--- src/common/alu_params.svh ---
// ALU width parameters
// operand, flag, opcode and condition widths shared by the packages and the RTL

`ifndef ALU_PARAMS_SVH
`define ALU_PARAMS_SVH

// operand and result width
`define ALU_DATA_W 64

// width of the 32-bit operation forms
`define ALU_HALF_W 32

`define ALU_FLAG_W 6
`define ALU_OP_W 5
`define ALU_COND_W 4

`endif

--- src/common/alu_flag_pkg.sv ---
// ALU flag package
// flag word layout, condition codes and the flag helpers used by the units
`default_nettype none
`include "alu_params.svh"

package alu_flag_pkg;

  typedef struct packed {
    logic c;
    logic o;
    logic a;
    logic s;
    logic z;
    logic p;
  } flags_t;

  typedef enum logic [`ALU_COND_W-1:0] {
    cond_z, cond_nz, cond_s, cond_ns,
    cond_ugt, cond_ule, cond_uge, cond_ult,
    cond_sgt, cond_sle, cond_sge, cond_slt,
    cond_o, cond_no, cond_p, cond_always
  } cond_e;

  // even parity, set when the byte has an even count of ones
  function automatic logic parity8(input logic [7:0] v);
    return ~^v;
  endfunction

  function automatic flags_t logic_flags(input logic [`ALU_DATA_W-1:0] value, input logic is32);
    flags_t f;
    f = '0; // c, o, a stay clear for logic ops
    f.s = is32 ? value[`ALU_HALF_W-1] : value[`ALU_DATA_W-1];
    f.z = is32 ? (value[`ALU_HALF_W-1:0] == '0) : (value == '0);
    f.p = parity8(value[7:0]);
    return f;
  endfunction

endpackage

`default_nettype wire

--- src/common/alu_op_pkg.sv ---
// ALU operation package
// operand type, opcode set and the request/result payloads carried by the pipe
`default_nettype none
`include "alu_params.svh"

package alu_op_pkg;
  import alu_flag_pkg::*;

  typedef logic [`ALU_DATA_W-1:0] data_t;

  typedef enum logic [`ALU_OP_W-1:0] {
    op_add64, op_add32,
    op_sub64, op_sub32,
    op_and64, op_and32,
    op_or64, op_or32,
    op_xor64, op_xor32,
    op_xnor64, op_xnor32,
    op_mov64, op_mov32,
    op_zxt8, op_zxt16,
    op_sxt8, op_sxt16, op_sxt32,
    op_cmov,
    op_cset,
    op_lahf  // flag restore from a[5:0]
  } alu_op_e;

  // 144 bits
  typedef struct packed {
    alu_op_e op;
    cond_e   cond;
    logic    set_flags;
    data_t   a;
    data_t   b;
    flags_t  flags_in;
  } req_t;

  // 71 bits
  typedef struct packed {
    data_t  result;
    flags_t flags_out;
    logic   flags_we;
  } res_t;

endpackage

`default_nettype wire

--- src/alu/alu_adder.sv ---
// ALU adder
// one shared 64-bit adder for add/sub at 64 and 32 bits, with c, o, a, s, z, p
`timescale 1ns/100ps
`default_nettype none
`include "alu_params.svh"

module alu_adder import alu_flag_pkg::*, alu_op_pkg::*; (
  input  alu_op_e op,
  input  data_t   a,
  input  data_t   b,
  output data_t   sum,
  output flags_t  flags
);

  localparam int W = `ALU_DATA_W;
  localparam int H = `ALU_HALF_W;

  logic         is_sub;
  logic         is32;
  data_t        b_eff;
  logic [W:0]   raw;
  logic         cy4;     // carry into bit 4
  logic         cy_h;    // carry into bit 32
  logic         cy_h_in; // carry into bit 31
  logic         cy_w_in; // carry into bit 63
  logic         cy_w;
  logic         carry;
  logic         ovf;

  assign is_sub = (op == op_sub64) || (op == op_sub32);
  assign is32   = (op == op_add32) || (op == op_sub32);

  // subtract as a + ~b + 1
  assign b_eff = is_sub ? ~b : b;
  assign raw   = {1'b0, a} + {1'b0, b_eff} + {{W{1'b0}}, is_sub};

  assign cy4     = raw[4] ^ a[4] ^ b_eff[4];
  assign cy_h    = raw[H] ^ a[H] ^ b_eff[H];
  assign cy_h_in = raw[H-1] ^ a[H-1] ^ b_eff[H-1];
  assign cy_w_in = raw[W-1] ^ a[W-1] ^ b_eff[W-1];
  assign cy_w    = raw[W];

  assign carry = is32 ? cy_h : cy_w;
  assign ovf   = is32 ? (cy_h_in ^ cy_h) : (cy_w_in ^ cy_w);

  assign sum = is32 ? {{(W-H){1'b0}}, raw[H-1:0]} : raw[W-1:0];

  always_comb begin
    flags.c = carry ^ is_sub; // borrow on sub
    flags.o = ovf;
    flags.a = cy4 ^ is_sub;
    flags.s = is32 ? sum[H-1] : sum[W-1];
    flags.z = is32 ? (sum[H-1:0] == '0) : (sum == '0);
    flags.p = parity8(sum[7:0]);
  end

endmodule

`default_nettype wire

--- src/alu/alu_exec.sv ---
// ALU execute stage
// picks the adder or logic/move unit by opcode class, builds cmov, cset and
// lahf results, and applies the flag-write rule
`timescale 1ns/100ps
`default_nettype none
`include "alu_params.svh"

module alu_exec import alu_flag_pkg::*, alu_op_pkg::*; (
  input  req_t req,
  output res_t res
);

  data_t  sum;
  flags_t add_flags;
  data_t  lm_value;
  flags_t lm_flags;
  logic   taken;
  logic   is_arith;
  logic   is_logic;
  data_t  result;
  flags_t flags;
  logic   we;

  alu_adder u_add (.op(req.op), .a(req.a), .b(req.b), .sum(sum), .flags(add_flags));

  alu_logic_mov u_lm (.op(req.op), .a(req.a), .b(req.b), .value(lm_value), .flags(lm_flags));

  cond_eval u_cond (.flags(req.flags_in), .cond(req.cond), .taken(taken));

  assign is_arith = req.op inside {op_add64, op_add32, op_sub64, op_sub32};
  assign is_logic = req.op inside {op_and64, op_and32, op_or64, op_or32,
                                   op_xor64, op_xor32, op_xnor64, op_xnor32};

  always_comb begin
    result = lm_value; // moves and extensions by default
    flags  = lm_flags;
    we     = 1'b0;
    if (is_arith) begin
      result = sum;
      flags  = add_flags;
      we     = req.set_flags;
    end else if (is_logic) begin
      we = req.set_flags;
    end else if (req.op == op_cmov) begin
      result = taken ? req.b : req.a;
    end else if (req.op == op_cset) begin
      result = {{(`ALU_DATA_W-1){1'b0}}, taken};
    end else if (req.op == op_lahf) begin
      result = '0;
      flags  = flags_t'(req.a[`ALU_FLAG_W-1:0]);
      we     = 1'b1;
    end
  end

  // flags_out reads as zero when nothing is written
  assign res = '{result: result, flags_out: we ? flags : '0, flags_we: we};

endmodule

`default_nettype wire

--- src/alu/alu_logic_mov.sv ---
// ALU logic and move unit
// bitwise ops, moves and zero/sign extensions at the opcode width,
// plus s/z/p flags for the bitwise ops
`timescale 1ns/100ps
`default_nettype none
`include "alu_params.svh"

module alu_logic_mov import alu_flag_pkg::*, alu_op_pkg::*; (
  input  alu_op_e op,
  input  data_t   a,
  input  data_t   b,
  output data_t   value,
  output flags_t  flags
);

  localparam int W = `ALU_DATA_W;
  localparam int H = `ALU_HALF_W;

  data_t raw;
  logic  is32;

  assign is32 = op inside {op_and32, op_or32, op_xor32, op_xnor32, op_mov32};

  always_comb begin
    case (op)
      op_and64, op_and32:   raw = a & b;
      op_or64, op_or32:     raw = a | b;
      op_xor64, op_xor32:   raw = a ^ b;
      op_xnor64, op_xnor32: raw = ~(a ^ b);
      op_mov64, op_mov32:   raw = b;
      op_zxt8:              raw = {{(W-8){1'b0}}, b[7:0]};
      op_zxt16:             raw = {{(W-16){1'b0}}, b[15:0]};
      op_sxt8:              raw = {{(W-8){b[7]}}, b[7:0]};
      op_sxt16:             raw = {{(W-16){b[15]}}, b[15:0]};
      op_sxt32:             raw = {{(W-H){b[H-1]}}, b[H-1:0]};
      default:              raw = '0;
    endcase
  end

  // 32-bit forms clear the upper half
  assign value = is32 ? {{(W-H){1'b0}}, raw[H-1:0]} : raw;
  assign flags = logic_flags(value, is32);

endmodule

`default_nettype wire

--- src/alu/alu_top.sv ---
// ALU top level
// two-stage pipelined 64-bit ALU: request register, combinational execute,
// result register, valid/ready on both ends
`timescale 1ns/100ps
`default_nettype none

module alu_top import alu_flag_pkg::*, alu_op_pkg::*; (
  input  logic    clk,
  input  logic    rst,
  input  logic    in_valid,
  output logic    in_ready,
  input  alu_op_e op,
  input  cond_e   cond,
  input  logic    set_flags,
  input  data_t   a,
  input  data_t   b,
  input  flags_t  flags_in,
  output logic    out_valid,
  input  logic    out_ready,
  output data_t   result,
  output flags_t  flags_out,
  output logic    flags_we
);

  req_t req_in;
  req_t req_q;
  res_t res_d;
  res_t res_q;
  logic req_valid;
  logic res_ready;

  assign req_in = '{op: op, cond: cond, set_flags: set_flags, a: a, b: b,
                    flags_in: flags_in};

  pipe_stage #(.payload_t(req_t)) u_req (
    .clk       (clk),
    .rst       (rst),
    .in_valid  (in_valid),
    .in_ready  (in_ready),
    .in_data   (req_in),
    .out_valid (req_valid),
    .out_ready (res_ready),
    .out_data  (req_q)
  );

  alu_exec u_exec (
    .req (req_q),
    .res (res_d)
  );

  pipe_stage #(.payload_t(res_t)) u_res (
    .clk       (clk),
    .rst       (rst),
    .in_valid  (req_valid),
    .in_ready  (res_ready),
    .in_data   (res_d),
    .out_valid (out_valid),
    .out_ready (out_ready),
    .out_data  (res_q)
  );

  assign result    = res_q.result;
  assign flags_out = res_q.flags_out;
  assign flags_we  = res_q.flags_we;

endmodule

`default_nettype wire

--- src/alu/cond_eval.sv ---
// Condition evaluator
// tests one of sixteen condition codes against a flag word, x86 style
`timescale 1ns/100ps
`default_nettype none

module cond_eval import alu_flag_pkg::*; (
  input  flags_t flags,
  input  cond_e  cond,
  output logic   taken
);

  logic sxo;

  assign sxo = flags.s ^ flags.o; // signed less-than

  always_comb begin
    case (cond)
      cond_z:      taken = flags.z;
      cond_nz:     taken = ~flags.z;
      cond_s:      taken = flags.s;
      cond_ns:     taken = ~flags.s;
      cond_ugt:    taken = ~flags.c & ~flags.z;
      cond_ule:    taken = flags.c | flags.z;
      cond_uge:    taken = ~flags.c;
      cond_ult:    taken = flags.c;
      cond_sgt:    taken = ~sxo & ~flags.z;
      cond_sle:    taken = sxo | flags.z;
      cond_sge:    taken = ~sxo;
      cond_slt:    taken = sxo;
      cond_o:      taken = flags.o;
      cond_no:     taken = ~flags.o;
      cond_p:      taken = flags.p;
      cond_always: taken = 1'b1;
      default:     taken = 1'b1;
    endcase
  end

endmodule

`default_nettype wire

--- src/hdl/pipe_stage.sv ---
// Pipeline register stage
// one valid/ready slot holding a payload of any packed type
// accepts a new item in the same cycle the held one drains
`timescale 1ns/100ps
`default_nettype none

module pipe_stage #(
  parameter type payload_t = logic
) (
  input  logic     clk,
  input  logic     rst,
  input  logic     in_valid,
  output logic     in_ready,
  input  payload_t in_data,
  output logic     out_valid,
  input  logic     out_ready,
  output payload_t out_data
);

  logic     full;
  logic     in_fire;
  payload_t data_q;

  assign in_ready  = ~full | out_ready; // room now or slot drains this cycle
  assign in_fire   = in_valid & in_ready;
  assign out_valid = full;
  assign out_data  = data_q;

  always_ff @(posedge clk) begin
    if (rst) begin
      full <= 1'b0;
    end else if (in_fire) begin
      full <= 1'b1;
    end else if (out_ready) begin
      full <= 1'b0;
    end
  end

  always_ff @(posedge clk) begin
    if (in_fire) data_q <= in_data;
  end

endmodule

`default_nettype wire
--- config.mk ---
export PLATFORM = sky130hd
export DESIGN_NAME = alu_top
export DESIGN_NICKNAME = d
export VERILOG_FILES = /design/src/common/alu_flag_pkg.sv /design/src/common/alu_op_pkg.sv /design/src/alu/alu_adder.sv /design/src/alu/alu_exec.sv /design/src/alu/alu_logic_mov.sv /design/src/alu/alu_top.sv /design/src/alu/cond_eval.sv /design/src/hdl/pipe_stage.sv
export VERILOG_INCLUDE_DIRS = /design/src /design/src/common
export SDC_FILE = /design/constraint.sdc
export NUM_CORES = 1
export LEC_CHECK = 0
export ABC_CLOCK_PERIOD_IN_PS = 5200
export BUFFER_PORTS_ARGS = -buffer_cell sky130_fd_sc_hd__buf_4
export CORE_MARGIN = 8
export CORE_UTILIZATION = 50
export DETAILED_ROUTE_END_ITERATION = 10
export PLACE_DENSITY_LB_ADDON = 0.2
export RECOVER_POWER = 50
export SLEW_MARGIN = 25
export SYNTH_ARGS = -nofsm -noshare
export SYNTH_HDL_FRONTEND = slang
export SYNTH_SLANG_ARGS = --single-unit
--- constraint.sdc ---
create_clock -name clk -period 5.2 [get_ports clk]
set_input_delay 0.52 -clock clk [delete_from_list [all_inputs] [get_ports clk]]
set_output_delay 0.52 -clock clk [all_outputs]
set_load 0.01 [all_outputs]
==> flow_summary_export.csv, run 1 <==
group,metric,value,unit
setup_path,r2r_slack,0.23,ns
clock_tree,holdBufCountCts,0,
routing,route.met3.wl,5430,um
floorplan,start_util,50.52,%
grt,grt_use_total,29.20,%
routing,drc,0,
synthesis,async_reset_ff_share,0,%
routing,wl_met1,27800,um
clock_tree,cts.root.buffer_cell,"clkbuf_16",
clock_tree,numCtsBuffers,24,
routing,drt-initial-drc-count,1590,
grt,grt.overflow.total,0,
placed_design,place_area,0.02047,mm^2
final_layout,fin_area,0.02091,mm^2
synthesis,synth_edf_count,214,
synthesis,ys_warn_count,0,
grt,antenna_found_initial,0,
setup_path,crit_buf_inv,3,
synthesis,ys_seq_elements,216,
synthesis,ys.flop_type,"edfxtp_1",
synthesis,yosysMostFrequentCell,"nand2_1",
setup_path,path_cells,"nor4b_4 -> buf_4 -> buf_12 -> xnor2_1 -> ha_1 -> a21oi_1 -> o21ai_0 -> a21oi_1 -> a21oi_1 -> or4b_1 -> nand3_1 -> o21ai_0 -> a2111oi_0 -> buf_4 -> nand4b_1 -> and4b_1 -> nand4_1 -> a21oi_1",
flow_run,cap_violations,2,
setup_path,cp.required,5.60,ns
sta,tightest_slew,2.241,ns
sta,post-route-min-period,4.965,ns
power,p_per_area,269.9,mW/mm^2
routing,wirelength,63620,um
sta,hold_viol_final,0,
synthesis,synth-seq-area-share,36.07,%
clock_tree,cts_resized,0,
sta,fin_crit_sh,95.48,%
setup_path,slowest_stage,"or4b_1",
clock_tree,clock_latency,0.55,ns
sta,hold_ws,0.1406,ns
run_status,violations,"max-capacitance violations, max-slew violations",
final_layout,diodes,0,
sta,fmax,201.4,MHz
synthesis,syn_area,0.01793,mm^2
worst_hold_path,min_from,"rst",
floorplan,dieArea,0.04217,mm^2
setup_path,cp_common_cell,"a21oi_1",
grt,grt_pass1_vias,16660,
routing,antenna_left,0,
synthesis,syn_nets,2405,
setup_path,endpoint_kind,"flip-flop",
floorplan,die_y,205.3,um
sta,slew_viol_final,69,
floorplan,die_w,205.3,um
floorplan,num_rows,69,
synthesis,avgSynthCellArea,8.727,um^2
final_layout,drive_gt1_share,12.74,%
routing,drtPass1Iterations,6,
placed_design,dp_hpwl,48210,um
setup_path,crit_arrival,5.37,ns
placed_design,port_buffers,219,
sta,finClkSkew,0.01660,ns
routing,vias_per_cell,6.139,
synthesis,synthTopCellsByCount,"nand2_1 (225), edfxtp_1 (214), ha_1 (202), nor2_1 (202), a21oi_1 (199)",
routing,met2WireLength,28930,um
power,power_leakage,0.008619,uW
clock_tree,cts_tree,"built",
sta,slew_headroom,-49.42,%
grt,grt_max_degree,144,
setup_path,worstSetupStartpointType,"flip-flop",
routing,routed.top_layer,"met4",
setup_path,r2r-start,"u_req.out_data[142]$_DFFE_PP_",
floorplan,io_pins,221,
synthesis,synthTopCellsByArea,"edfxtp_1 (36%), ha_1 (14%), a21oi_1 (5.6%), xnor2_1 (5.4%), nand2_1 (4.7%)",
clock_tree,cts_sinks,216,
final_layout,syn2layout_area_growth,16.64,%
routing,vias,16850,
setup_path,crit_type,"reg -> reg",
setup_path,cp_max_fo,35,
run_status,status,"finished, violations left",
clock_tree,clockBufferDepth,3,
floorplan,core,0.03548,mm^2
synthesis,synth_cell_type_count,74,
sta,setup_viol,0,
final_layout,finish.net_count,2619,
synthesis,yosys.area.top_type,"edfxtp_1",
final_layout,finish.utilization,58.93,%
routing,wl_per_cell,23.18,um
setup_path,critPathMaxStageDelay,0.56,ns
power,ir_drop,0.0003239,V
setup_path,startpoint,"u_req.out_data[142]$_DFFE_PP_",
clock_tree,htree_levels,1,
grt,grt_pass1_wl,96160,um
placed_design,place.gp.congestion,0.9628,
setup_path,critical-path-top-delay-family,"compound AO/OA/AOI/OAI gates",
synthesis,syn_inst,2054,
synthesis,synth_top_cell_area_share,35.85,%
clock_tree,clkSlewWorstSetupHoldPaths,0.06,ns
worst_hold_path,hold_path.class,"in -> reg",
power,power,5644,uW
## registers in the layout (all words and copies together), names as in the netlist
name	cells
u_req.out_data	143
u_res.out_data	71
u_req.out_valid	1
u_res.out_valid	1
## per-stage QoR
stage,cells,setup WS [ns],TNS (ns)
2_1_floorplan,2054,0.2636,0
3_3_place_gp,2702,0.2504,0
3_5_place_dp,2702,0.2441,0
4_1_cts,2744,0.1883,0
5_1_grt,2745,-0.001954,-0.001954
6_report,2745,0.2348,0
## layout make-up
| cell class | instances | area (um^2) |
|---|---|---|
| clock inverters | 14 | 71.32 |
| clock buffers | 28 | 636.9 |
| well taps | 461 | 576.8 |
| repair buffers | 302 | 2031 |
| flip-flops and latches | 216 | 6466 |
| multi-input cells | 1574 | 10560 |
| fillers | 3182 | 14570 |
| inverters | 150 | 563.0 |
## cells in the final DEF (no fill, tap or decap), drive strengths merged, types with 4 or more instances in the layout
cell type	synthesis	routed
or2	6	6
a21boi	6	6
nor3	19	19
nand2b	11	11
a2111oi	28	28
xor2	28	28
nand3	45	45
clkinv	1	13
buf	14	88
ha	202	202
o221ai	20	20
o31ai	10	10
a211oi	20	20
o211ai	19	19
o21ai	167	167
a21oi	199	199
nor2b	8	8
nand3b	4	4
xnor2	111	111
nand2	225	225
clkbuf	100	242
nor4	9	9
and3	5	5
o22ai	5	5
a21o	21	21
nand4b	4	4
nor2	202	202
a22oi	4	4
a41oi	4	4
o21a	13	13
a31oi	23	23
and2	6	6
a221oi	36	36
edfxtp	214	214
inv	149	149
mux2i	8	8
nand4	45	45
and4	5	5
o21bai	16	16
## power breakdown
part | internal (uW) | leakage (uW) | switching, uW
clock network | 869 | 0.000345 | 689
logic | 737 | 0.00619 | 1190
registers | 2060 | 0.00208 | 94.4
total | 3670 | 0.00862 | 1970
## kinds of logic (layout without fill, tap and decap cells)
logic type | after synthesis | count (layout) | synth area share, %
AOI/OAI and AO/OA | 615 | 615 | 21.63
xor gates and xnor gates | 139 | 139 | 6.791
adders and majority gates | 203 | 203 | 14.21
buffers and inverters | 264 | 494 | 5.556
DFF | 216 | 216 | 36.07
muxes | 8 | 8 | 0.4467
and+or+nand+nor | 609 | 609 | 15.29
## path summary, 6_finish.rpt
path	endpoint	cells after the start
worst max-delay path	u_res.out_data[2]$_SDFFCE_PN0P_	18
worst min-delay path	u_req.out_valid$_SDFFE_PP0P_	2
worst max register to register	u_res.out_data[2]$_SDFFCE_PN0P_	18
worst min register to register	u_req.out_valid$_SDFFE_PP0P_	2
## metal layers
| metal | track usage [%] | vias to the layer above |
|---|---|---|
| met4 | 7.250 | 0 |
| li1 | - | 7881 |
| met5 | 0 | - |
| met1 | 40.34 | 8056 |
| met3 | 4.928 | 95 |
| met2 | 47.10 | 819 |
## what timing repair did
action / CTS / global route
endpoints found under the hold margin: 0 / 0
endpoints found under the setup margin: 0 / 1
setup buffers: 0 / 1
No activity file was read; power rests on OpenSTA's default activity.
==> inputs of run 2 (changes only) <==
- ABC_CLOCK_PERIOD_IN_PS: 5200 -> 5000
- CTS_BUF_LIST: unset -> sky130_fd_sc_hd__clkbuf_8
- SLEW_MARGIN: 25 -> 30
- clock period: 5.2 -> 5 ns (I/O delays scaled with it)
==> run 2 against run 1 <==
The run now ends clean. Total power rose by 3.9%. Cell area is 2.2% higher. Sequential share of layout area shrank 0.68 points. Clock power is 3% lower. Clock-buffer cell count grew 13. Combinational power rose by 9%. Global-route usage is 0.53 points higher. Setup slack got worse by 0.045 ns. Critical path depth fell by 1. Sequential cell count did not move.
==> flow_summary_export.csv, run 2 (synthesis results as in run 1) <==
group,metric,value,unit
routing,drtPass1Iterations,8,
floorplan,die_y,205.3,um
sta,hold_ws,0.07774,ns
clock_tree,cts_tree,"built",
power,power_leakage,0.008939,uW
clock_tree,cts.root.buffer_cell,"clkbuf_8",
setup_path,endpoint_kind,"flip-flop",
setup_path,startpoint,"u_req.out_data[141]$_DFFE_PP_",
grt,grt_pass1_vias,16950,
clock_tree,cts_sinks,216,
placed_design,dp_hpwl,49360,um
worst_hold_path,min_from,"rst",
clock_tree,numCtsBuffers,37,
clock_tree,clockBufferDepth,3,
routing,wl_per_cell,22.92,um
power,power,5867,uW
sta,slew_viol_final,0,
routing,antenna_left,0,
final_layout,layout_common_cells,"nand2_1 (225), edfxtp_1 (214), nor2_1 (201), ha_1 (199), a21oi_1 (198)",
setup_path,crit_type,"reg -> reg",
setup_path,cp.required,5.45,ns
final_layout,largest_reg_flops,143,
sta,finClkSkew,0.03661,ns
routing,wirelength,64500,um
routing,drc,0,
floorplan,num_rows,69,
flow_run,cap_violations,0,
floorplan,io_pins,221,
power,p_per_area,274.5,mW/mm^2
sta,rsz0062_at_grt,"no",
final_layout,diodes,0,
setup_path,r2r-start,"u_req.out_data[141]$_DFFE_PP_",
grt,grt.overflow.total,0,
floorplan,start_util,50.52,%
clock_tree,htree_levels,2,
final_layout,drive_gt1_share,15.26,%
sta,fin_crit_sh,96.21,%
setup_path,crit_arrival,5.26,ns
placed_design,port_buffers,219,
sta,setup_slack,0.1895,ns
final_layout,syn2layout_area_growth,19.25,%
floorplan,dieArea,0.04217,mm^2
sta,hold_viol_final,0,
final_layout,final_common_cell,"nand2_1",
grt,grt_pass1_wl,97010,um
sta,slew_headroom,22.33,%
grt,grt_use_total,29.73,%
setup_path,worstSetupStartpointType,"flip-flop",
grt,grt_max_degree,144,
final_layout,finish.net_count,2681,
routing,vias_per_cell,6.094,
sta,setup_viol,0,
setup_path,cp_max_fo,9,
clock_tree,clock_latency,0.60,ns
sta,tns,0,ns
final_layout,finish.utilization,60.25,%
routing,vias,17150,
placed_design,place.gp.congestion,0.9618,
routing,drt-initial-drc-count,1519,
floorplan,die_w,205.3,um
power,ir_drop,0.0002785,V
clock_tree,holdBufCountCts,0,
grt,antenna_found_initial,1,
placed_design,place_ws,0.1121,ns
run_status,status,"finished clean",
sta,fmax,207.9,MHz
sta,post-route-min-period,4.810,ns
floorplan,core,0.03548,mm^2
clock_tree,clkSlewWorstSetupHoldPaths,0.06,ns
sta,tightest_slew,1.165,ns
worst_hold_path,hold_path.class,"in -> reg",
run 2: critical path, stage by stage (launching register included):
cell and delay, ns:
edfxtp_1 0.43, nor4b_4 0.30, buf_6 0.20, xnor2_1 0.16
inv_1 0.08, fa_1 0.40, nand2b_1 0.20, a21o_1 0.22
a211oi_2 0.24, o21bai_1 0.19, o31a_1 0.34, xnor2_1 0.17
or4_1 0.53, or4b_1 0.54, nor4b_1 0.28, buf_4 0.19
o21ai_0 0.07, a21oi_1 0.14
run 2: timing repair:
action	in CTS	in global routing
endpoints found under the hold margin	0	0
setup buffers	0	6
endpoints found under the setup margin	0	2
gates resized for setup	0	10
run 2: through the flow:
step / cell area, um^2 / std cells
6_report: 21380 / 2814
5_1_grt: 21380 / 2814
4_1_cts: 21550 / 2807
3_5_place_dp: 20880 / 2745
3_3_place_gp: 20800 / 2742
2_1_floorplan: 17930 / 2054
run 2: area by class of cell:
type,instances,area [um^2]
tap,461,576.8
sequential,216,6466
timing repair buffer,351,2496
multi-input combinational,1574,10600
fill,3175,14110
clock inverter,21,110.1
inverter,150,563.0
clock buffer,41,564.3
run 2: final timing paths:
| path | end | slack, ns | depth (start not counted) |
|---|---|---|---|
| max | u_res.out_data[2]$_SDFFCE_PN0P_ | 0.19 | 17 |
| min | u_req.out_valid$_SDFFE_PP0P_ | 0.08 | 2 |
| max reg2reg | u_res.out_data[2]$_SDFFCE_PN0P_ | 0.19 | 17 |
| min reg2reg | u_res.out_valid$_SDFFE_PP0P_ | 0.54 | 2 |
run 2: report_power, final:
part           leakage [uW]  total [uW]  internal [uW]  switching, uW
combinational       0.00647        2110            843           1270
clock              0.000390        1510            795            719
sequential          0.00208        2240           2140           94.8
run 2: routing by layer:
metal	share of wire, %	routed length, um	vias up	GRT usage, %
li1	-	-	8019	-
met1	42	27240	8203	39.68
met2	45	29170	800	46.97
met3	9.3	6023	125	6.344
met4	3.2	2050	2	11.05
met5	0.025	16	-	0
==> inputs of run 3 (changes only) <==
- ABC_CLOCK_PERIOD_IN_PS: 5000 -> unset
- CTS_BUF_LIST: sky130_fd_sc_hd__clkbuf_8 -> unset
==> run 3 against run 2 <==
Register-to-register slack better by 0.02 ns. Utilization is 0.078 points higher. Sequential cell count stayed put. Setup slack better by 0.015 ns. Die area stayed put. Cell count is 0.96% lower. Fmax is 0.32% higher. Sequential power hardly changed. Via count is 0.15% lower. Sequential share of layout area hardly changed. Critical path type unchanged. Critical endpoint unchanged. Largest power group unchanged. Highest routed layer unchanged.
==> flow_summary_export.csv, run 3 (synthesis results as in run 1) <==
group,metric,value,unit
run_status,status,"finished clean",
placed_design,port_buffers,219,
floorplan,num_rows,69,
worst_hold_path,hold_path_end,"u_req.out_valid$_SDFFE_PP0P_",
flow_run,cap_violations,0,
routing,wl_per_cell,23.17,um
clock_tree,cts.root.buffer_cell,"clkbuf_16",
sta,post-route-min-period,4.795,ns
setup_path,startpoint,"u_req.out_data[141]$_DFFE_PP_",
floorplan,io_pins,221,
final_layout,finish.net_count,2662,
clock_tree,htree_levels,1,
final_layout,largest_reg_flops,143,
clock_tree,numCtsBuffers,24,
setup_path,rr_worst_depth,17,
setup_path,path_cells,"nor4b_4 -> buf_6 -> xnor2_1 -> inv_1 -> fa_1 -> nand2b_1 -> a21o_1 -> a211oi_2 -> o21bai_1 -> o31a_1 -> xnor2_1 -> or4_1 -> or4b_1 -> nor4b_2 -> buf_4 -> o21ai_0 -> a21oi_1",
setup_path,cp_max_fo,9,
clock_tree,clkSlewWorstSetupHoldPaths,0.07,ns
final_layout,seq_area,0.006466,mm^2
floorplan,die_w,205.3,um
final_layout,diodes,0,
setup_path,worstSetupStartpointType,"flip-flop",
final_layout,layout_common_cells,"nand2_1 (225), edfxtp_1 (214), nor2_1 (201), ha_1 (199), a21oi_1 (198)",
routing,vias,17120,
setup_path,cp_common_cell,"xnor2_1",
clock_tree,holdBufCountCts,0,
setup_path,r2r-start,"u_req.out_data[141]$_DFFE_PP_",
power,ir_drop,0.0003274,V
worst_hold_path,min_from,"rst",
sta,tightest_slew,1.189,ns
final_layout,fin_area,0.02140,mm^2
clock_tree,clockBufferDepth,3,
clock_tree,cts_tree,"built",
setup_path,crit_buf_inv,3,
grt,antenna_found_initial,1,
grt,grt_pass1_wl,97360,um
sta,fmax,208.5,MHz
grt,grt.overflow.total,0,
placed_design,dp_hpwl,49360,um
setup_path,cp.required,5.40,ns
final_layout,syn2layout_area_growth,19.40,%
power,p_per_area,284.2,mW/mm^2
sta,hold_viol_final,0,
setup_path,r2r_end,"u_res.out_data[2]$_SDFFCE_PN0P_",
worst_hold_path,whs_path_depth,2,
setup_path,slowest_stage,"or4b_1",
grt,grt_pass1_vias,16810,
placed_design,place_area,0.02088,mm^2
routing,antenna_left,0,
floorplan,dieArea,0.04217,mm^2
grt,grt_use_total,29.67,%
sta,fin_crit_sh,95.91,%
worst_hold_path,hold_path.class,"in -> reg",
floorplan,start_util,50.52,%
sta,tns,0,ns
setup_path,crit_arrival,5.19,ns
routing,drtPass1Iterations,6,
final_layout,fillers,3164,
floorplan,core,0.03548,mm^2
sta,slew_headroom,20.71,%
routing,vias_per_cell,6.144,
sta,hold_ws,0.1261,ns
clock_tree,clock_latency,0.55,ns
power,power,6083,uW
grt,grt_max_degree,144,
routing,drc,0,
setup_path,critical-path-top-delay-family,"simple AND/OR/NAND/NOR gates",
sta,finClkSkew,0.02694,ns
setup_path,r2r_slack,0.20,ns
setup_path,endpoint_kind,"flip-flop",
final_layout,drive_gt1_share,14.75,%
routing,drt-initial-drc-count,1580,
sta,setup_viol,0,
sta,rsz0062_at_grt,"no",
clock_tree,cts_sinks,216,
sta,slew_viol_final,0,
floorplan,die_y,205.3,um
setup_path,crit_type,"reg -> reg",
routing,wirelength,64570,um
power,power_leakage,0.008887,uW
setup_path,critPathMaxStageDelay,0.55,ns
final_layout,multi_input_area,0.01061,mm^2
placed_design,place.gp.congestion,0.9618,
final_layout,final_common_cell,"nand2_1",
## run 3: power by group
| group | switching, uW | internal [uW] | leakage, uW |
|---|---|---|---|
| logic | 1270 | 842 | 0.00643 |
| registers | 95.5 | 2140 | 0.00208 |
| clock network | 719 | 1010 | 0.000372 |
## run 3: worst register-to-register path, stage by stage (launching register included)
cell	delay, ns
edfxtp_1	0.43
nor4b_4	0.30
buf_6	0.23
xnor2_1	0.17
inv_1	0.08
fa_1	0.40
nand2b_1	0.20
a21o_1	0.22
a211oi_2	0.24
o21bai_1	0.18
o31a_1	0.34
xnor2_1	0.17
or4_1	0.53
or4b_1	0.55
nor4b_2	0.24
buf_4	0.16
o21ai_0	0.07
a21oi_1	0.15
## run 3: area by class of cell
| class | instances | share of cell area [%] |
|---|---|---|
| Clock buffer | 29 | 2.993 |
| Clock inverter | 12 | 0.5261 |
| Inverter | 150 | 2.630 |
| Multi-Input combinational cell | 1574 | 49.55 |
| Sequential cell | 216 | 30.21 |
| Tap cell | 461 | 2.695 |
| Timing Repair Buffer | 345 | 11.39 |
## run 3: how the worst max path moves through the flow
stage / to / slack (ns) / cells after the start
after floorplan: u_res.out_data[2]$_SDFFCE_PN0P_ / 0.06 / 16
after global placement: u_res.out_data[2]$_SDFFCE_PN0P_ / 0.13 / 17
after detailed placement: u_res.out_data[2]$_SDFFCE_PN0P_ / 0.11 / 17
after CTS: u_res.out_data[2]$_SDFFCE_PN0P_ / 0.08 / 17
after global routing: u_res.out_data[2]$_SDFFCE_PN0P_ / 0.03 / 17
final: u_res.out_data[2]$_SDFFCE_PN0P_ / 0.20 / 17
## run 3: what timing repair did
action                     4_1_cts  5_1_grt
setup endpoints to repair        0        3
setup buffers                    0        0
gates resized for setup          0       11
## run 3: metrics by stage
| step | cells | util, % | setup slack, ns |
|---|---|---|---|
| after floorplan | 2054 | - | 0.06365 |
| after global placement | 2742 | 58.62 | 0.1285 |
| after detailed placement | 2745 | 58.84 | 0.1121 |
| after CTS | 2786 | 60.96 | 0.07954 |
| after global routing | 2787 | 60.32 | 0.03187 |
| final | 2787 | 60.32 | 0.2047 |
## run 3: layer usage
| layer | wire length, um | global-route usage, % | share of wire, % | vias up |
|---|---|---|---|---|
| met5 | 16 | 0 | 0.025 | - |
| met4 | 1997 | 8.986 | 3.1 | 2 |
| met3 | 5903 | 5.589 | 9.1 | 117 |
| met2 | 29310 | 47.46 | 45 | 830 |
| met1 | 27340 | 40.36 | 42 | 8197 |
| li1 | - | - | - | 7977 |
